[src/source/robot_cfg_pkg.sv]
////////////////////////////////////////
// Command codes, field map, record and byte types
////////////////////////////////////////
package robot_cfg_pkg;

    // Command bytes seen in the idle state
    localparam logic [7:0] CMD_CANCEL     = 8'h18;
    localparam logic [7:0] CMD_PROGRAM    = 8'h24;
    localparam logic [7:0] CMD_SOFT_RESET = 8'h11;

    typedef logic [7:0] byte_t;

    typedef struct packed {
        logic  valid;  // One cycle per good frame
        byte_t data;
    } uart_byte_t;

    typedef struct packed {
        logic  en;
        byte_t addr;   // Raw received address, range checked in the RAM
        byte_t data;
    } reg_wr_t;

    typedef struct packed {
        logic signed [31:0] init_x;
        logic signed [31:0] init_y;
        logic signed [31:0] target_x;
        logic signed [31:0] target_y;
        logic [15:0]        stop_threshold;
        logic [15:0]        turn_constant;
        logic [7:0]         critical_distance;
        logic [7:0]         turn_count;
    } robot_cfg_t;

    localparam int CFG_BYTES = $bits(robot_cfg_t) / 8;

    // Byte stream as read from the RAM, byte 0 in the low bits
    typedef logic [CFG_BYTES*8-1:0] cfg_raw_t;

    ////////////////////////////////////////
    // Field map, first byte address of each field
    localparam int INIT_X_OFS            = 0;
    localparam int INIT_Y_OFS            = 4;
    localparam int TARGET_X_OFS          = 8;
    localparam int TARGET_Y_OFS          = 12;
    localparam int STOP_THRESHOLD_OFS    = 16;
    localparam int TURN_CONSTANT_OFS     = 18;
    localparam int CRITICAL_DISTANCE_OFS = 20;
    localparam int TURN_COUNT_OFS        = 21;

    // Little-endian byte stream to record
    function automatic robot_cfg_t cfg_from_bytes(input cfg_raw_t raw);
        robot_cfg_t c;
        c.init_x            = raw[INIT_X_OFS*8 +: 32];
        c.init_y            = raw[INIT_Y_OFS*8 +: 32];
        c.target_x          = raw[TARGET_X_OFS*8 +: 32];
        c.target_y          = raw[TARGET_Y_OFS*8 +: 32];
        c.stop_threshold    = raw[STOP_THRESHOLD_OFS*8 +: 16];
        c.turn_constant     = raw[TURN_CONSTANT_OFS*8 +: 16];
        c.critical_distance = raw[CRITICAL_DISTANCE_OFS*8 +: 8];
        c.turn_count        = raw[TURN_COUNT_OFS*8 +: 8];
        return c;
    endfunction

endpackage

[src/source/cfg_byte_ram.sv]
////////////////////////////////////////
// Byte register RAM, one write port, registered read
////////////////////////////////////////
`timescale 1ns/10ps

module cfg_byte_ram #(
    parameter int REG_DEPTH = 32
) (
    input  logic                   clk,
    input  logic                   reset,
    input  robot_cfg_pkg::reg_wr_t wr,
    input  robot_cfg_pkg::byte_t   rd_addr,
    output robot_cfg_pkg::byte_t   rd_data
);
    import robot_cfg_pkg::*;

    localparam int AW = $clog2(REG_DEPTH);

    byte_t mem [REG_DEPTH];
    logic  wr_hit;
    logic  rd_hit;

    // Out-of-range addresses are dropped
    assign wr_hit = wr.en && (int'(wr.addr) < REG_DEPTH);
    assign rd_hit = int'(rd_addr) < REG_DEPTH;

    always_ff @(posedge clk or posedge reset) begin
        if (reset) begin
            for (int i = 0; i < REG_DEPTH; i++) begin
                mem[i] <= '0;
            end
            rd_data <= '0;
        end else begin
            if (wr_hit) mem[AW'(wr.addr)] <= wr.data;
            rd_data <= rd_hit ? mem[AW'(rd_addr)] : '0;
        end
    end

endmodule

[src/source/cfg_cmd_parser.sv]
////////////////////////////////////////
// Command parser, bytes to RAM writes and reload requests
////////////////////////////////////////
`timescale 1ns/10ps

module cfg_cmd_parser (
    input  logic                      clk,
    input  logic                      reset,
    input  robot_cfg_pkg::uart_byte_t rx_byte,
    output robot_cfg_pkg::reg_wr_t    wr,
    output logic                      reload_req
);
    import robot_cfg_pkg::*;

    typedef enum logic [1:0] {
        P_IDLE,
        P_ADDR,
        P_DATA,
        P_WRITE
    } parse_state_t;

    parse_state_t state;
    byte_t        addr_q;
    byte_t        data_q;
    logic         reload_q;
    logic         is_cancel;

    assign is_cancel = (rx_byte.data == CMD_CANCEL);

    ////////////////////////////////////////
    // Sequence FSM
    always_ff @(posedge clk or posedge reset) begin
        if (reset) begin
            state    <= P_IDLE;
            reload_q <= 1'b0;
        end else begin
            reload_q <= 1'b0;
            case (state)
                P_IDLE: begin
                    if (rx_byte.valid) begin
                        if (rx_byte.data == CMD_PROGRAM) begin
                            state <= P_ADDR;
                        end else if (rx_byte.data == CMD_SOFT_RESET) begin
                            reload_q <= 1'b1;  // Acts at once, no trailing byte
                        end
                    end
                end
                P_ADDR: begin
                    if (rx_byte.valid) state <= is_cancel ? P_IDLE : P_DATA;
                end
                P_DATA: begin
                    if (rx_byte.valid) state <= is_cancel ? P_IDLE : P_WRITE;
                end
                P_WRITE: state <= P_IDLE;
                default: state <= P_IDLE;
            endcase
        end
    end

    // Address and data latches
    always_ff @(posedge clk) begin
        if (rx_byte.valid && !is_cancel) begin
            if (state == P_ADDR) addr_q <= rx_byte.data;
            if (state == P_DATA) data_q <= rx_byte.data;
        end
    end

    assign wr.en       = (state == P_WRITE);
    assign wr.addr     = addr_q;
    assign wr.data     = data_q;
    assign reload_req  = reload_q;

    a_wr_reload_excl: assert property (@(posedge clk) disable iff (reset)
        !(wr.en && reload_req))
        else $error("Write and reload issued together");

endmodule

[src/source/cfg_loader.sv]
////////////////////////////////////////
// Load sequencer, RAM bytes to configuration record
////////////////////////////////////////
`timescale 1ns/10ps

module cfg_loader (
    input  logic                      clk,
    input  logic                      reset,
    input  logic                      load_start,
    input  logic                      reload_req,
    output robot_cfg_pkg::byte_t      rd_addr,
    input  robot_cfg_pkg::byte_t      rd_data,
    output robot_cfg_pkg::robot_cfg_t cfg,
    output logic                      load_done
);
    import robot_cfg_pkg::*;

    localparam int CNT_W = $clog2(CFG_BYTES + 1);
    // Count value in the cycle the last byte comes back
    localparam logic [CNT_W-1:0] LAST_CNT = CNT_W'(CFG_BYTES);
    localparam int RAW_W = $bits(cfg_raw_t);
    // Trigger to load_done, one per byte plus read latency and output register
    localparam int LOAD_LATENCY = CFG_BYTES + 2;

    logic             busy;
    logic [CNT_W-1:0] cnt;
    logic             start;
    cfg_raw_t         shift_q;
    cfg_raw_t         shift_next;

    assign start = !busy && (load_start || reload_req);

    // New byte enters at the top, byte 0 ends up lowest
    assign shift_next = {rd_data, shift_q[RAW_W-1:8]};

    assign rd_addr = byte_t'(cnt);

    ////////////////////////////////////////
    // Sequencer
    always_ff @(posedge clk or posedge reset) begin
        if (reset) begin
            busy      <= 1'b0;
            cnt       <= '0;
            load_done <= 1'b0;
            cfg       <= '0;
        end else begin
            load_done <= 1'b0;
            if (start) begin
                busy <= 1'b1;
                cnt  <= '0;
            end else if (busy) begin
                cnt <= cnt + 1'b1;
                if (cnt == LAST_CNT) begin
                    busy      <= 1'b0;
                    load_done <= 1'b1;
                    cfg       <= cfg_from_bytes(shift_next);  // Whole record at once
                end
            end
        end
    end

    // Read data lags the address by one cycle
    always_ff @(posedge clk) begin
        if (busy && cnt != '0) shift_q <= shift_next;
    end

    a_load_latency: assert property (@(posedge clk) disable iff (reset)
        start |-> ##LOAD_LATENCY load_done)
        else $error("load_done missing at fixed latency");

endmodule

[src/source/robot_cfg_top.sv]
////////////////////////////////////////
// Configuration receiver top level
////////////////////////////////////////
`timescale 1ns/10ps

module robot_cfg_top #(
    parameter int CLKS_PER_BIT = 16,
    parameter int REG_DEPTH    = 32
) (
    input  logic                      clk,
    input  logic                      reset,
    input  logic                      uart_rxd,
    input  logic                      load_start,
    output robot_cfg_pkg::robot_cfg_t cfg,
    output logic                      load_done
);
    import robot_cfg_pkg::*;

    uart_byte_t rx_byte;
    reg_wr_t    wr;
    logic       reload_req;
    byte_t      rd_addr;
    byte_t      rd_data;

    // RAM must hold one full record
    if (REG_DEPTH < CFG_BYTES) begin : g_depth_check
        $error("REG_DEPTH too small for the configuration record");
    end

    uart_byte_rx #(
        .CLKS_PER_BIT(CLKS_PER_BIT)
    ) u_rx (
        .clk     (clk),
        .reset   (reset),
        .rxd     (uart_rxd),
        .rx_byte (rx_byte)
    );

    cfg_cmd_parser u_parser (
        .clk        (clk),
        .reset      (reset),
        .rx_byte    (rx_byte),
        .wr         (wr),
        .reload_req (reload_req)
    );

    cfg_byte_ram #(
        .REG_DEPTH(REG_DEPTH)
    ) u_ram (
        .clk     (clk),
        .reset   (reset),
        .wr      (wr),
        .rd_addr (rd_addr),
        .rd_data (rd_data)
    );

    cfg_loader u_loader (
        .clk        (clk),
        .reset      (reset),
        .load_start (load_start),
        .reload_req (reload_req),
        .rd_addr    (rd_addr),
        .rd_data    (rd_data),
        .cfg        (cfg),
        .load_done  (load_done)
    );

endmodule

[src/source/uart_byte_rx.sv]
////////////////////////////////////////
// UART 8N1 byte receiver
////////////////////////////////////////
`timescale 1ns/10ps

module uart_byte_rx #(
    parameter int CLKS_PER_BIT = 16
) (
    input  logic                    clk,
    input  logic                    reset,
    input  logic                    rxd,
    output robot_cfg_pkg::uart_byte_t rx_byte
);
    import robot_cfg_pkg::*;

    localparam int CNT_W = $clog2(CLKS_PER_BIT + 1);
    localparam logic [CNT_W-1:0] BIT_END  = CNT_W'(CLKS_PER_BIT - 1);
    localparam logic [CNT_W-1:0] HALF_END = CNT_W'((CLKS_PER_BIT - 1) / 2);

    typedef enum logic [2:0] {
        RX_IDLE,
        RX_START,
        RX_DATA,
        RX_STOP,
        RX_BREAK   // Bad stop bit, wait out the rest of it
    } rx_state_t;

    rx_state_t        state;
    logic             rxd_meta;
    logic             rxd_s;
    logic [CNT_W-1:0] clk_cnt;
    logic [2:0]       bit_idx;
    logic             valid_q;
    byte_t            shift_q;

    // Two-flop synchronizer, line idles high
    always_ff @(posedge clk or posedge reset) begin
        if (reset) begin
            rxd_meta <= 1'b1;
            rxd_s    <= 1'b1;
        end else begin
            rxd_meta <= rxd;
            rxd_s    <= rxd_meta;
        end
    end

    ////////////////////////////////////////
    // Frame FSM
    always_ff @(posedge clk or posedge reset) begin
        if (reset) begin
            state   <= RX_IDLE;
            clk_cnt <= '0;
            bit_idx <= '0;
            valid_q <= 1'b0;
        end else begin
            valid_q <= 1'b0;
            clk_cnt <= clk_cnt + 1'b1;
            case (state)
                RX_IDLE: begin
                    clk_cnt <= '0;
                    if (!rxd_s) state <= RX_START;
                end
                RX_START: begin
                    if (clk_cnt == HALF_END) begin
                        clk_cnt <= '0;
                        bit_idx <= '0;
                        state   <= rxd_s ? RX_IDLE : RX_DATA;  // Glitch rejected
                    end
                end
                RX_DATA: begin
                    if (clk_cnt == BIT_END) begin
                        clk_cnt <= '0;
                        bit_idx <= bit_idx + 1'b1;
                        if (bit_idx == 3'd7) state <= RX_STOP;
                    end
                end
                RX_STOP: begin
                    if (clk_cnt == BIT_END) begin
                        clk_cnt <= '0;
                        valid_q <= rxd_s;
                        state   <= rxd_s ? RX_IDLE : RX_BREAK;
                    end
                end
                RX_BREAK: begin
                    if (clk_cnt == HALF_END) state <= RX_IDLE;
                end
                default: state <= RX_IDLE;
            endcase
        end
    end

    // LSB first
    always_ff @(posedge clk) begin
        if (state == RX_DATA && clk_cnt == BIT_END) shift_q <= {rxd_s, shift_q[7:1]};
    end

    assign rx_byte.valid = valid_q;
    assign rx_byte.data  = shift_q;

    a_single_valid: assert property (@(posedge clk) disable iff (reset)
        rx_byte.valid |=> !rx_byte.valid)
        else $error("UART valid held for more than one cycle");

endmodule
[config.mk]
export PLATFORM = sky130hd
export DESIGN_NAME = robot_cfg_top
export DESIGN_NICKNAME = d
export VERILOG_FILES = /design/src/source/robot_cfg_pkg.sv /design/src/source/cfg_byte_ram.sv /design/src/source/cfg_cmd_parser.sv /design/src/source/cfg_loader.sv /design/src/source/robot_cfg_top.sv /design/src/source/uart_byte_rx.sv
export SDC_FILE = /design/constraint.sdc
export NUM_CORES = 1
export LEC_CHECK = 0
export BUFFER_PORTS_ARGS = -buffer_cell sky130_fd_sc_hd__buf_2
export CAP_MARGIN = 0
export CORE_ASPECT_RATIO = 1.1
export CORE_MARGIN = 1.5
export CORE_UTILIZATION = 56
export CTS_BUF_LIST = sky130_fd_sc_hd__clkbuf_4 sky130_fd_sc_hd__clkbuf_8
export DETAILED_ROUTE_END_ITERATION = 7
export HOLD_SLACK_MARGIN = 0.1
export PLACE_DENSITY = 0.86
export SKIP_LAST_GASP = 1
export SLEW_MARGIN = 25
export SYNTH_ARGS = -nofsm -noshare
export SYNTH_HDL_FRONTEND = slang
export SYNTH_SLANG_ARGS = --single-unit
[constraint.sdc]
create_clock -name clk -period 14.4 [get_ports clk]
set_input_delay 2.16 -clock clk [delete_from_list [all_inputs] [get_ports clk]]
set_output_delay 2.16 -clock clk [all_outputs]
set_load 0.01 [all_outputs]
==> key figures, run 1 <==
Logic synthesis
  – Synth top area share: 0.451
  – Post-synthesis sequential area ratio: 0.677
  – Seq cells post-synth: 656
  – Post-Syn Area: between 20,000 and 30,000 um2
  – Top post-synthesis cells by area: dfrtp_1, edfxtp_1, mux2_2, mux2i_1, mux4_2
  – Ys flop type: dfrtp_1
  – Synth cell types: approximately 60
  – Area leader, netlist: dfrtp_1
  – Fraction of registers with async set/reset: 0.707
  – Yosys warns: 0
  – Number of synthesized flops with an enable pin: 192
  – Mapped Cells: between 1,500 and 2,000
  – Mapped Avg Cell Area: roughly 17 um2
  – Post-Syn Nets: roughly 1,500

Floorplan
  – Die area: around 47,000 um2
  – Core box area: around 45,000 um2
  – I/O pin count: 181
  – Die X: roughly 210 um
  – DIE HEIGHT: between 200 and 250 um
  – Row count: slightly above 80
  – Initial Util: 0.566

Setup path
  – CP most frequent cell: buf_4
  – Critical setup path kind: input port to asynchronous set/reset pin
  – Cells along the critical path: buf_2 > clkinvlp_4 > buf_12 > buf_4 > buf_4
  – Setup crit end kind: asynchronous set/reset pin
  – Maximum fanout along the worst path: 73
  – Setup crit start kind: input port
  – Crit-path slowest cell: buf_4
  – WP data arrival: around 4400 ps
  – Worst Path Buf+Inv: 5
  – Critical Path RT: 15,080 ps
  – Slowest Stage Delay on Critical Path: roughly 810 ps
  – Crit path max-delay family: buffers and inverters

CTS
  – Root Buffer: clkbuf_8
  – CTS buffer count: 97
  – Clock transition at path regs: approximately 60 ps
  – Clk buf depth: 3
  – CTS tree: done
  – Post_cts resized: 0
  – Setup repair bufs after CTS: 0
  – CTS Hold Buffers Added: 0
  – Clock net sink count: ~660
  – CTS H-Tree Depth: 3
  – Clock Latency Late Sink: ~700 ps

Power and ir drop
  – Sequential Power Share: 0.525
  – Clk pwr share: 0.280
  – P_sw: around 0.0016 W
  – Leakage: 13.8 nW
  – Sw frac: 0.301
  – PwrDens: about 190 nW/um2
  – Worst vdd rail ir drop: 0.0000980 V
  – Combinational power share: 0.195
  – Internal: roughly 0.0038 W

STA
  – Relative slew slack: 0.303
  – Period utilization: 0.255
  – Max-slew violations: 0
  – Sum Neg Setup Slack: 0 ps
  – Worst Slack Setup Final: approximately 11,000 ps
  – Clock skew: 34.9 ps
  – Final Setup Violations: 0
  – Least-Margin Pin Slew: 1050 ps
  – Hold Vio Cnt, Final: 0
  – Final min period: 3680 ps
  – Max Freq: 272 MHz
  – Unrepaired setup endpoints after global routing: no

Placement
  – Placed cell count: between 2,000 and 2,500
  – GPL Wtd Cong: about 0.8
  – Port bufs: 180
  – Post-detail-place hpwl: 33.4 mm
  – Pre-CTS WS: ~9500 ps

Detailed routing
  – Vias per inst: between 5 and 6
  – Residual DRC count: 0
  – Final wirelength: approximately 54 mm
  – Wirelength per Cell: around 22 um
  – Via count: between 10,000 and 15,000
  – Iteration count of the initial detailed-routing pass: 5
  – Initial DRC count: ~1,100
  – DRT antenna net count: 0

Worst hold path
  – Worst hold path type: flip-flop to flip-flop

Global routing
  – Antenna violations before repair: 0
  – Largest net degree at the start of global routing: around 190
  – GRT Overall Usage: 0.229
  – First-pass GRT wire length: around 84 mm
  – Overflow after GRT: 0
  – Vias in the first global route: between 10,000 and 15,000

Run
  – Max-cap violations: 0

Final layout
  – Fin util: 0.645
  – Layout overhead on the synthesized area: 14.1%
  – Layout Cells excl Fill: 2,392
  – Nets: around 1,700
  – FILL cells: a little under 3,000
  – Share of post-route cells with drive strength above 1: 0.484

Run status
  – Status: finished clean
-- Yosys cell counts (7+ instances only) --
cell type  count
dfrtp_1      462
mux2_2       417
edfxtp_1     192
mux2i_1       70
clkbuf_1      50
mux4_2        29
buf_2         27
o22ai_1       26
nand2_1       19
mux2_4        16
nor2_1        16
nor2_2        16
a21oi_1       12
inv_1         11
nand3_1       11
nor3_1        11
o21ai_0       11
ha_1           9
nand2b_1       9
a22o_1         7
nor4_1         7
-- layout by cell type (no fill, tap or decap), types with 4 or more instances in the layout --
master | netlist | final
clkinv_1 | 0 | 8
clkbuf_8 | 0 | 112
o21ai_0 | 11 | 11
nor3_4 | 6 | 6
a21oi_1 | 12 | 12
a22o_1 | 7 | 7
mux4_2 | 29 | 29
a22oi_1 | 6 | 6
edfxtp_1 | 192 | 192
nor2_2 | 16 | 16
buf_8 | 0 | 6
dfrtp_1 | 462 | 460
nor3_2 | 6 | 6
nor4_1 | 7 | 7
or4_1 | 4 | 4
ha_1 | 9 | 9
nand2_1 | 19 | 19
nor3_1 | 11 | 11
clkinv_2 | 0 | 10
mux2_2 | 417 | 417
nor2b_1 | 4 | 4
nand3_1 | 11 | 11
inv_1 | 11 | 10
nand2b_1 | 9 | 9
a2bb2oi_1 | 5 | 5
buf_4 | 1 | 10
clkbuf_4 | 0 | 36
mux2_4 | 16 | 16
nand4_1 | 5 | 5
buf_2 | 27 | 180
nor2_1 | 16 | 15
o22ai_1 | 26 | 26
mux2i_1 | 70 | 70
-- layer usage --
layer / up-vias / routed length, um / track usage
met3: 106 / 3150 / 0.0483
li1: 6055 / - / -
met2: 539 / 27100 / 0.380
met4: 0 / 1690 / 0.100
met1: 7403 / 21700 / 0.296
met5: - / 0 / 0
-- power groups by stage --
stage	logic, W	clock network [W]	registers [W]
2_1_floorplan	0.000582	0	0.00289
3_3_place_gp	0.00103	0	0.00285
3_5_place_dp	0.00106	0	0.00289
4_1_cts	0.00107	0.00157	0.00287
5_1_grt	0.00114	0.00165	0.00293
6_report	0.00107	0.00153	0.00288
-- registers in the layout (all words and copies together), names as in the netlist --
name and count:
u_parser.reload_req 1, u_parser.state 2, u_rx.bit_idx 3, u_parser.data_q 8, u_loader.shift_q 168, u_rx.rxd_s 1
u_parser.addr_q 8, u_loader.busy 1, u_ram.mem 256, u_loader.cfg 176, u_loader.load_done 1, u_rx.rxd_meta 1
u_ram.rd_data 8, u_rx.state 3, u_loader.cnt 5, u_rx.valid_q 1, u_rx.clk_cnt 5, u_rx.shift_q 8
-- logic make-up (layout without fill, tap and decap cells) --
logic type,Yosys count,in the layout,synth area share
AOI/OAI and AO/OA,82,82,0.0216
DFF,656,656,0.677
adders and majority gates,9,9,0.00439
and+or+nand+nor,135,135,0.0341
buffers and inverters,95,386,0.0162
other,0,1,0
xor gates and xnor gates,3,3,0.00102
muxes,532,532,0.245
-- area by class of cell --
type | instances | area [um2] | share of cell area
sequential | 656 | 17400 | 0.594
multi-input combinational | 761 | 7890 | 0.269
clock buffer | 148 | 1810 | 0.0619
timing repair buffer | 201 | 1190 | 0.0406
tap | 588 | 736 | 0.0251
clock inverter | 26 | 210 | 0.00718
inverter | 11 | 45.0 | 0.00154
antenna | 1 | 2.50 | 0.0000855
-- path summary, 6_finish.rpt --
kind | slack, ps | endpoint | start | depth (start not counted)
max | 10730 | u_loader.cfg[6] | reset | 5
min | 360 | u_rx.rxd_s | u_rx.rxd_meta | 0
max reg2reg | 10830 | u_loader.shift_q[164] | u_loader.cnt[2] | 3
min reg2reg | 360 | u_rx.rxd_s | u_rx.rxd_meta | 0
max in group clk | 10830 | u_loader.shift_q[164] | u_loader.cnt[2] | 3
min in group asynchronous | 1580 | u_loader.cfg[133] | reset | 3
-- metrics by stage --
| stage | hold WS (ps) | power (W) | cell area, um2 |
|---|---|---|---|
| final | 357 | 0.00547 | 29300 |
| after global routing | 359 | 0.00572 | 29300 |
| after CTS | 357 | 0.00551 | 29200 |
| after detailed placement | 348 | 0.00395 | 27100 |
| after global placement | 347 | 0.00388 | 27100 |
| after floorplan | 345 | 0.00347 | 25700 |
Note: power is estimated with default switching activity, not from simulation.
==> inputs of run 2 (changes only) <==
--- a/config.mk
+++ b/config.mk
@@ -9,11 +9,11 @@
 export CAP_MARGIN = 0
 export CORE_ASPECT_RATIO = 1.1
 export CORE_MARGIN = 1.5
-export CORE_UTILIZATION = 56
+export CORE_UTILIZATION = 57
 export CTS_BUF_LIST = sky130_fd_sc_hd__clkbuf_4 sky130_fd_sc_hd__clkbuf_8
 export DETAILED_ROUTE_END_ITERATION = 7
 export HOLD_SLACK_MARGIN = 0.1
-export PLACE_DENSITY = 0.86
+export PLACE_DENSITY = 0.84
 export SKIP_LAST_GASP = 1
 export SLEW_MARGIN = 25
 export SYNTH_ARGS = -nofsm -noshare
==> constraint.sdc (replaced) <==
create_clock -name clk -period 3.6 [get_ports clk]
set_input_delay 0.54 -clock clk [delete_from_list [all_inputs] [get_ports clk]]
set_output_delay 0.54 -clock clk [all_outputs]
set_load 0.01 [all_outputs]
==> key figures, run 2 (synthesis gave the netlist of run 1 again) <==
CTS
  – Clock net sink count: about 660
  – Root Buffer: clkbuf_8
  – CTS H-Tree Depth: 3
  – CTS tree: done
  – Clock Latency Late Sink: 710 ps
  – CTS buffer count: 98
  – Setup repair bufs after CTS: 0
  – Clk buf depth: 3
  – Clock transition at path regs: ~70 ps

Worst hold path
  – Worst hold path type: flip-flop to flip-flop

Run
  – Max-cap violations: 0

Final layout
  – Leading cell type in the layout, fill and taps excluded: dfrtp_1
  – Multi-input logic area: 7900 um2
  – FF+latch area: ~17,000 um2
  – Nets: 1,755
  – FILL cells: between 2,000 and 3,000
  – Post-Layout Inst Area: a little under 30,000 um2
  – Antenna diodes: 0
  – Share of post-route cells with drive strength above 1: 0.488
  – Layout Cells excl Fill: ~2,400
  – Layout overhead on the synthesized area: 15.8%
  – Max FFs per register: ~260
  – Most frequent cells in the layout: dfrtp_1, mux2_2, edfxtp_1
  – Top reg by flops: u_ram.mem
  – Biggest regs: u_ram.mem: 256 flops, u_loader.cfg: 176 flops, u_loader.shift_q: 168 flops

Floorplan
  – Die X: just over 200 um
  – I/O pin count: between 150 and 200
  – Initial Util: 0.577
  – Core box area: about 44,000 um2
  – Die area: 46,300 um2
  – Row count: 81
  – DIE HEIGHT: about 230 um

STA
  – Worst Slack Setup Final: approximately 820 ps
  – Relative slew slack: 0.334
  – Least-Margin Pin Slew: around 1000 ps
  – Max-slew violations: 0
  – Final min period: about 2800 ps
  – Clock skew: roughly 43 ps
  – Final Setup Violations: 0
  – Max Freq: around 360 MHz
  – Unrepaired setup endpoints after global routing: no
  – Worst Hold Margin: about 360 ps
  – Period utilization: 0.771
  – Hold Vio Cnt, Final: 0

Detailed routing
  – Vias per inst: approximately 6
  – Final wirelength: 54.3 mm
  – Initial DRC count: approximately 940
  – Via count: 14,000
  – Iteration count of the initial detailed-routing pass: 5
  – DRT antenna net count: 0
  – Residual DRC count: 0
  – Wirelength per Cell: approximately 23 um

Global routing
  – Overflow after GRT: 0
  – Met1 GRT Util: 0.318
  – Antenna violations before repair: 0
  – Vias in the first global route: 14,700
  – GRT Overall Usage: 0.238
  – First-pass GRT wire length: approximately 84 mm
  – Largest net degree at the start of global routing: about 110
  – Met2 usage: 0.385
  – Met3 Use GR: 0.0479
  – Gr busiest metal: met2

Run status
  – Status: finished clean

Placement
  – Pre-CTS WS: approximately 920 ps
  – Placed cell count: ~2,200
  – Post-detail-place hpwl: about 35 mm
  – Port bufs: 180
  – GPL Wtd Cong: ~0.9
  – Dpl cell area: 27,400 um2

Power and ir drop
  – PwrDens: roughly 750 nW/um2
  – Worst vdd rail ir drop: about 0.00046 V
  – Leakage: approximately 14 nW

Setup path
  – WP data arrival: between 3000 and 4000 ps
  – Setup crit start kind: flip-flop
  – Setup crit end kind: flip-flop
  – Maximum fanout along the worst path: 21
  – Critical Path RT: between 4000 and 5000 ps
  – Critical setup path kind: flip-flop to flip-flop
## run 2: cell count changes in the layout (fill, tap and decap cells not counted), sizes merged, moves of 3 or more
cell / change
bufinv: +6
inv: +3
clkinv: +7
dlygate4sd3: +3
clkbuf: -6
buf: +10
## run 2: path summary, 6_finish.rpt
check,start,end,slack [ps],cells after the start
min in group asynchronous,reset,u_ram.mem[174],560,3
setup reg to reg,u_loader.cnt[3],u_ram.rd_data[5],820,3
setup / recovery,u_loader.cnt[3],u_ram.rd_data[5],820,3
hold reg to reg,u_rx.rxd_meta,u_rx.rxd_s,360,0
hold / removal,u_rx.rxd_meta,u_rx.rxd_s,360,0
max in group asynchronous,reset,u_loader.cfg[135],1990,4
## run 2: through the flow
stage	total power [W]	utilization	TNS, ps
floorplan	0.0138	-	-1615860
global placement	0.0154	0.614	0
detailed placement	0.0157	0.615	0
CTS	0.0225	0.666	0
global route	0.0233	0.668	0
finish	0.0223	0.668	0
## run 2: worst max-delay path, stage by stage (launching register included)
cell       delay [ps]
dfrtp_1          1000
mux4_2            460
a2111oi_0         710
a22oi_1           360
## run 2: power breakdown
part           switching (W)  total, W  internal, W
registers            0.00140    0.0115       0.0101
logic                0.00229   0.00415      0.00187
clock network        0.00293   0.00671      0.00378
## run 2: layer usage
layer | vias to the layer above | share of wire
met1 | 7331 | 0.42
met3 | 116 | 0.061
met4 | 0 | 0.034
li1 | 6088 | -
met2 | 494 | 0.49
met5 | - | 0
## run 2: area by class of cell
cell class | count | area share
Multi-Input combinational cell | 761 | 0.266
Clock buffer | 142 | 0.0607
Tap cell | 581 | 0.0245
Timing Repair Buffer | 214 | 0.0473
Inverter | 11 | 0.00160
Sequential cell | 656 | 0.585
Clock inverter | 41 | 0.0147
## run 2: what timing repair did
item | 4_1_cts | 5_1_grt
gates resized for setup | 0 | 0
endpoints found under the hold margin | 24 | 0
hold buffers | 3 | 0
==> inputs of run 3 (changes only) <==
==> constraint.sdc (replaced) <==
create_clock -name clk -period 2.8 [get_ports clk]
set_input_delay 0.42 -clock clk [delete_from_list [all_inputs] [get_ports clk]]
set_output_delay 0.42 -clock clk [all_outputs]
set_load 0.01 [all_outputs]
==> key figures, run 3 (synthesis gave the netlist of run 1 again) <==
Run status
  – Status: finished clean

Detailed routing
  – Residual DRC count: 0
  – DRT antenna net count: 0
  – Wirelength per Cell: about 23 um
  – Vias per inst: a little under 6
  – Iteration count of the initial detailed-routing pass: 5
  – Initial DRC count: between 900 and 1,000
  – Final wirelength: about 55 mm
  – Via count: approximately 14,000

Setup path
  – FF-to-FF setup slack: just over 300 ps
  – Setup crit start kind: flip-flop
  – Crit path from: u_parser.addr_q[7]
  – Critical Path RT: ~3400 ps
  – Crit-path slowest cell: or4_1
  – WP data arrival: a little over 3000 ps
  – Worst reg2reg path startpoint: u_parser.addr_q[7]
  – Critical setup path kind: flip-flop to flip-flop
  – Setup crit end kind: flip-flop
  – Maximum fanout along the worst path: 11
  – Worst r2r path cells: 4
  – Slowest Stage Delay on Critical Path: 810 ps
  – RR Endpoint: u_ram.mem[252]
  – Cells along the critical path: nor4b_4 > nand3b_4 > or4_1 > mux2_4
  – Crit path to: u_ram.mem[252]

Final layout
  – Layout overhead on the synthesized area: 15.9%
  – Leading cell type in the layout, fill and taps excluded: dfrtp_1
  – Top reg by flops: u_ram.mem
  – Most frequent cells in the layout: dfrtp_1, mux2_2, edfxtp_1
  – Multi-input logic area: roughly 8000 um2
  – Max FFs per register: 256
  – FF+latch area: approximately 17,000 um2
  – Nets: ~1,800
  – Share of post-route cells with drive strength above 1: 0.498
  – Biggest regs: u_ram.mem: 256 flops, u_loader.cfg: 176 flops, u_loader.shift_q: 168 flops
  – FILL cells: between 2,000 and 3,000
  – Antenna diodes: 0

Global routing
  – Vias in the first global route: between 10,000 and 15,000
  – First-pass GRT wire length: around 85 mm
  – Overflow after GRT: 0
  – Largest net degree at the start of global routing: 109
  – Antenna violations before repair: 0
  – GRT Overall Usage: 0.240

Power and ir drop
  – Worst vdd rail ir drop: 0.000515 V
  – Sequential Power Share: 0.512
  – Leakage: between 10 and 15 nW
  – Combinational power share: 0.198
  – Clk pwr share: 0.289
  – Final Total Pwr: ~0.029 W
  – Sw frac: 0.300
  – PwrDens: 960 nW/um2
  – Internal: 0.0200 W
  – P_sw: 0.00855 W

CTS
  – Clk buf depth: 3
  – CTS H-Tree Depth: 3
  – Clock transition at path regs: 70 ps
  – CTS tree: done
  – CTS buffer count: 98
  – Root Buffer: clkbuf_8
  – Clock Latency Late Sink: roughly 710 ps
  – Clock net sink count: about 660

Placement
  – Port bufs: 180
  – GPL Wtd Cong: 0.892
  – Post-detail-place hpwl: about 36 mm

STA
  – Unrepaired setup endpoints after global routing: no
  – Final Setup Violations: 0
  – Period utilization: 0.889
  – Final min period: 2490 ps
  – Relative slew slack: 0.407
  – Least-Margin Pin Slew: 890 ps
  – Hold Vio Cnt, Final: 0
  – Clock skew: 37.4 ps
  – Sum Neg Setup Slack: 0 ps
  – Max Freq: about 400 MHz
  – Max-slew violations: 0

Floorplan
  – Initial Util: 0.577
  – I/O pin count: 181
  – Die X: between 200 and 250 um
  – Die area: about 46,000 um2
  – DIE HEIGHT: between 200 and 250 um
  – Row count: 81
  – Core box area: around 44,000 um2

Worst hold path
  – Worst hold path type: input port to asynchronous set/reset pin

Run
  – Max-cap violations: 0
run 3: final cells by class:
cell class,count,area share
multi-input cells,761,0.266
clock inverters,26,0.00695
flip-flops and latches,656,0.585
clock buffers,155,0.0648
repair buffers,236,0.0514
well taps,581,0.0245
inverters,11,0.00160
run 3: routing by layer:
metal  vias to the layer above  share of wire  track usage
met4                         0          0.033        0.105
met5                         -              0            0
met1                      7475           0.41        0.315
met3                       123          0.061       0.0484
li1                       6153              -            -
met2                       507           0.49        0.390
run 3: worst min-delay path by stage:
| stage | slack (ps) | cells past startpoint | end | startpoint |
|---|---|---|---|---|
| after detailed placement | 350 | 0 | u_rx.rxd_s | u_rx.rxd_meta |
| after global placement | 350 | 0 | u_rx.rxd_s | u_rx.rxd_meta |
| after floorplan | 350 | 0 | u_rx.rxd_s | u_rx.rxd_meta |
| after CTS | 290 | 3 | u_loader.cfg[132] | reset |
| after global routing | 360 | 3 | u_loader.cfg[132] | reset |
| final | 330 | 3 | u_loader.cfg[132] | reset |
run 3: what timing repair did:
action,CTS,global route
buffers inserted,0,0
hold endpoints to repair,17,0
resized for setup,0,0
hold buffers,3,0
run 3: through the flow:
step                      cell area, um2  instances  worst slack, ps  hold WS (ps)   util
final                              29700       2426              310           328  0.668
after global routing               29700       2426              233           355  0.668
after CTS                          29700       2424              344           289  0.667
after detailed placement           27500       2240              337           351  0.619
after global placement             27500       2240              405           347  0.619
after floorplan                    25700       1512            -3900           345      -
run 3: power groups by stage:
stage	Sequential, W	Combinational [W]	Clock (W)
finish	0.0146	0.00566	0.00826
global route	0.0149	0.00608	0.00880
CTS	0.0146	0.00571	0.00841
detailed placement	0.0147	0.00567	0
global placement	0.0145	0.00547	0
floorplan	0.0146	0.00311	0
run 3: worst max-delay path: cells and delay by family (launching register included):
family	cells	cell delay (ps)
DFF	1	410
muxes	1	400
and+or+nand+nor	3	1560
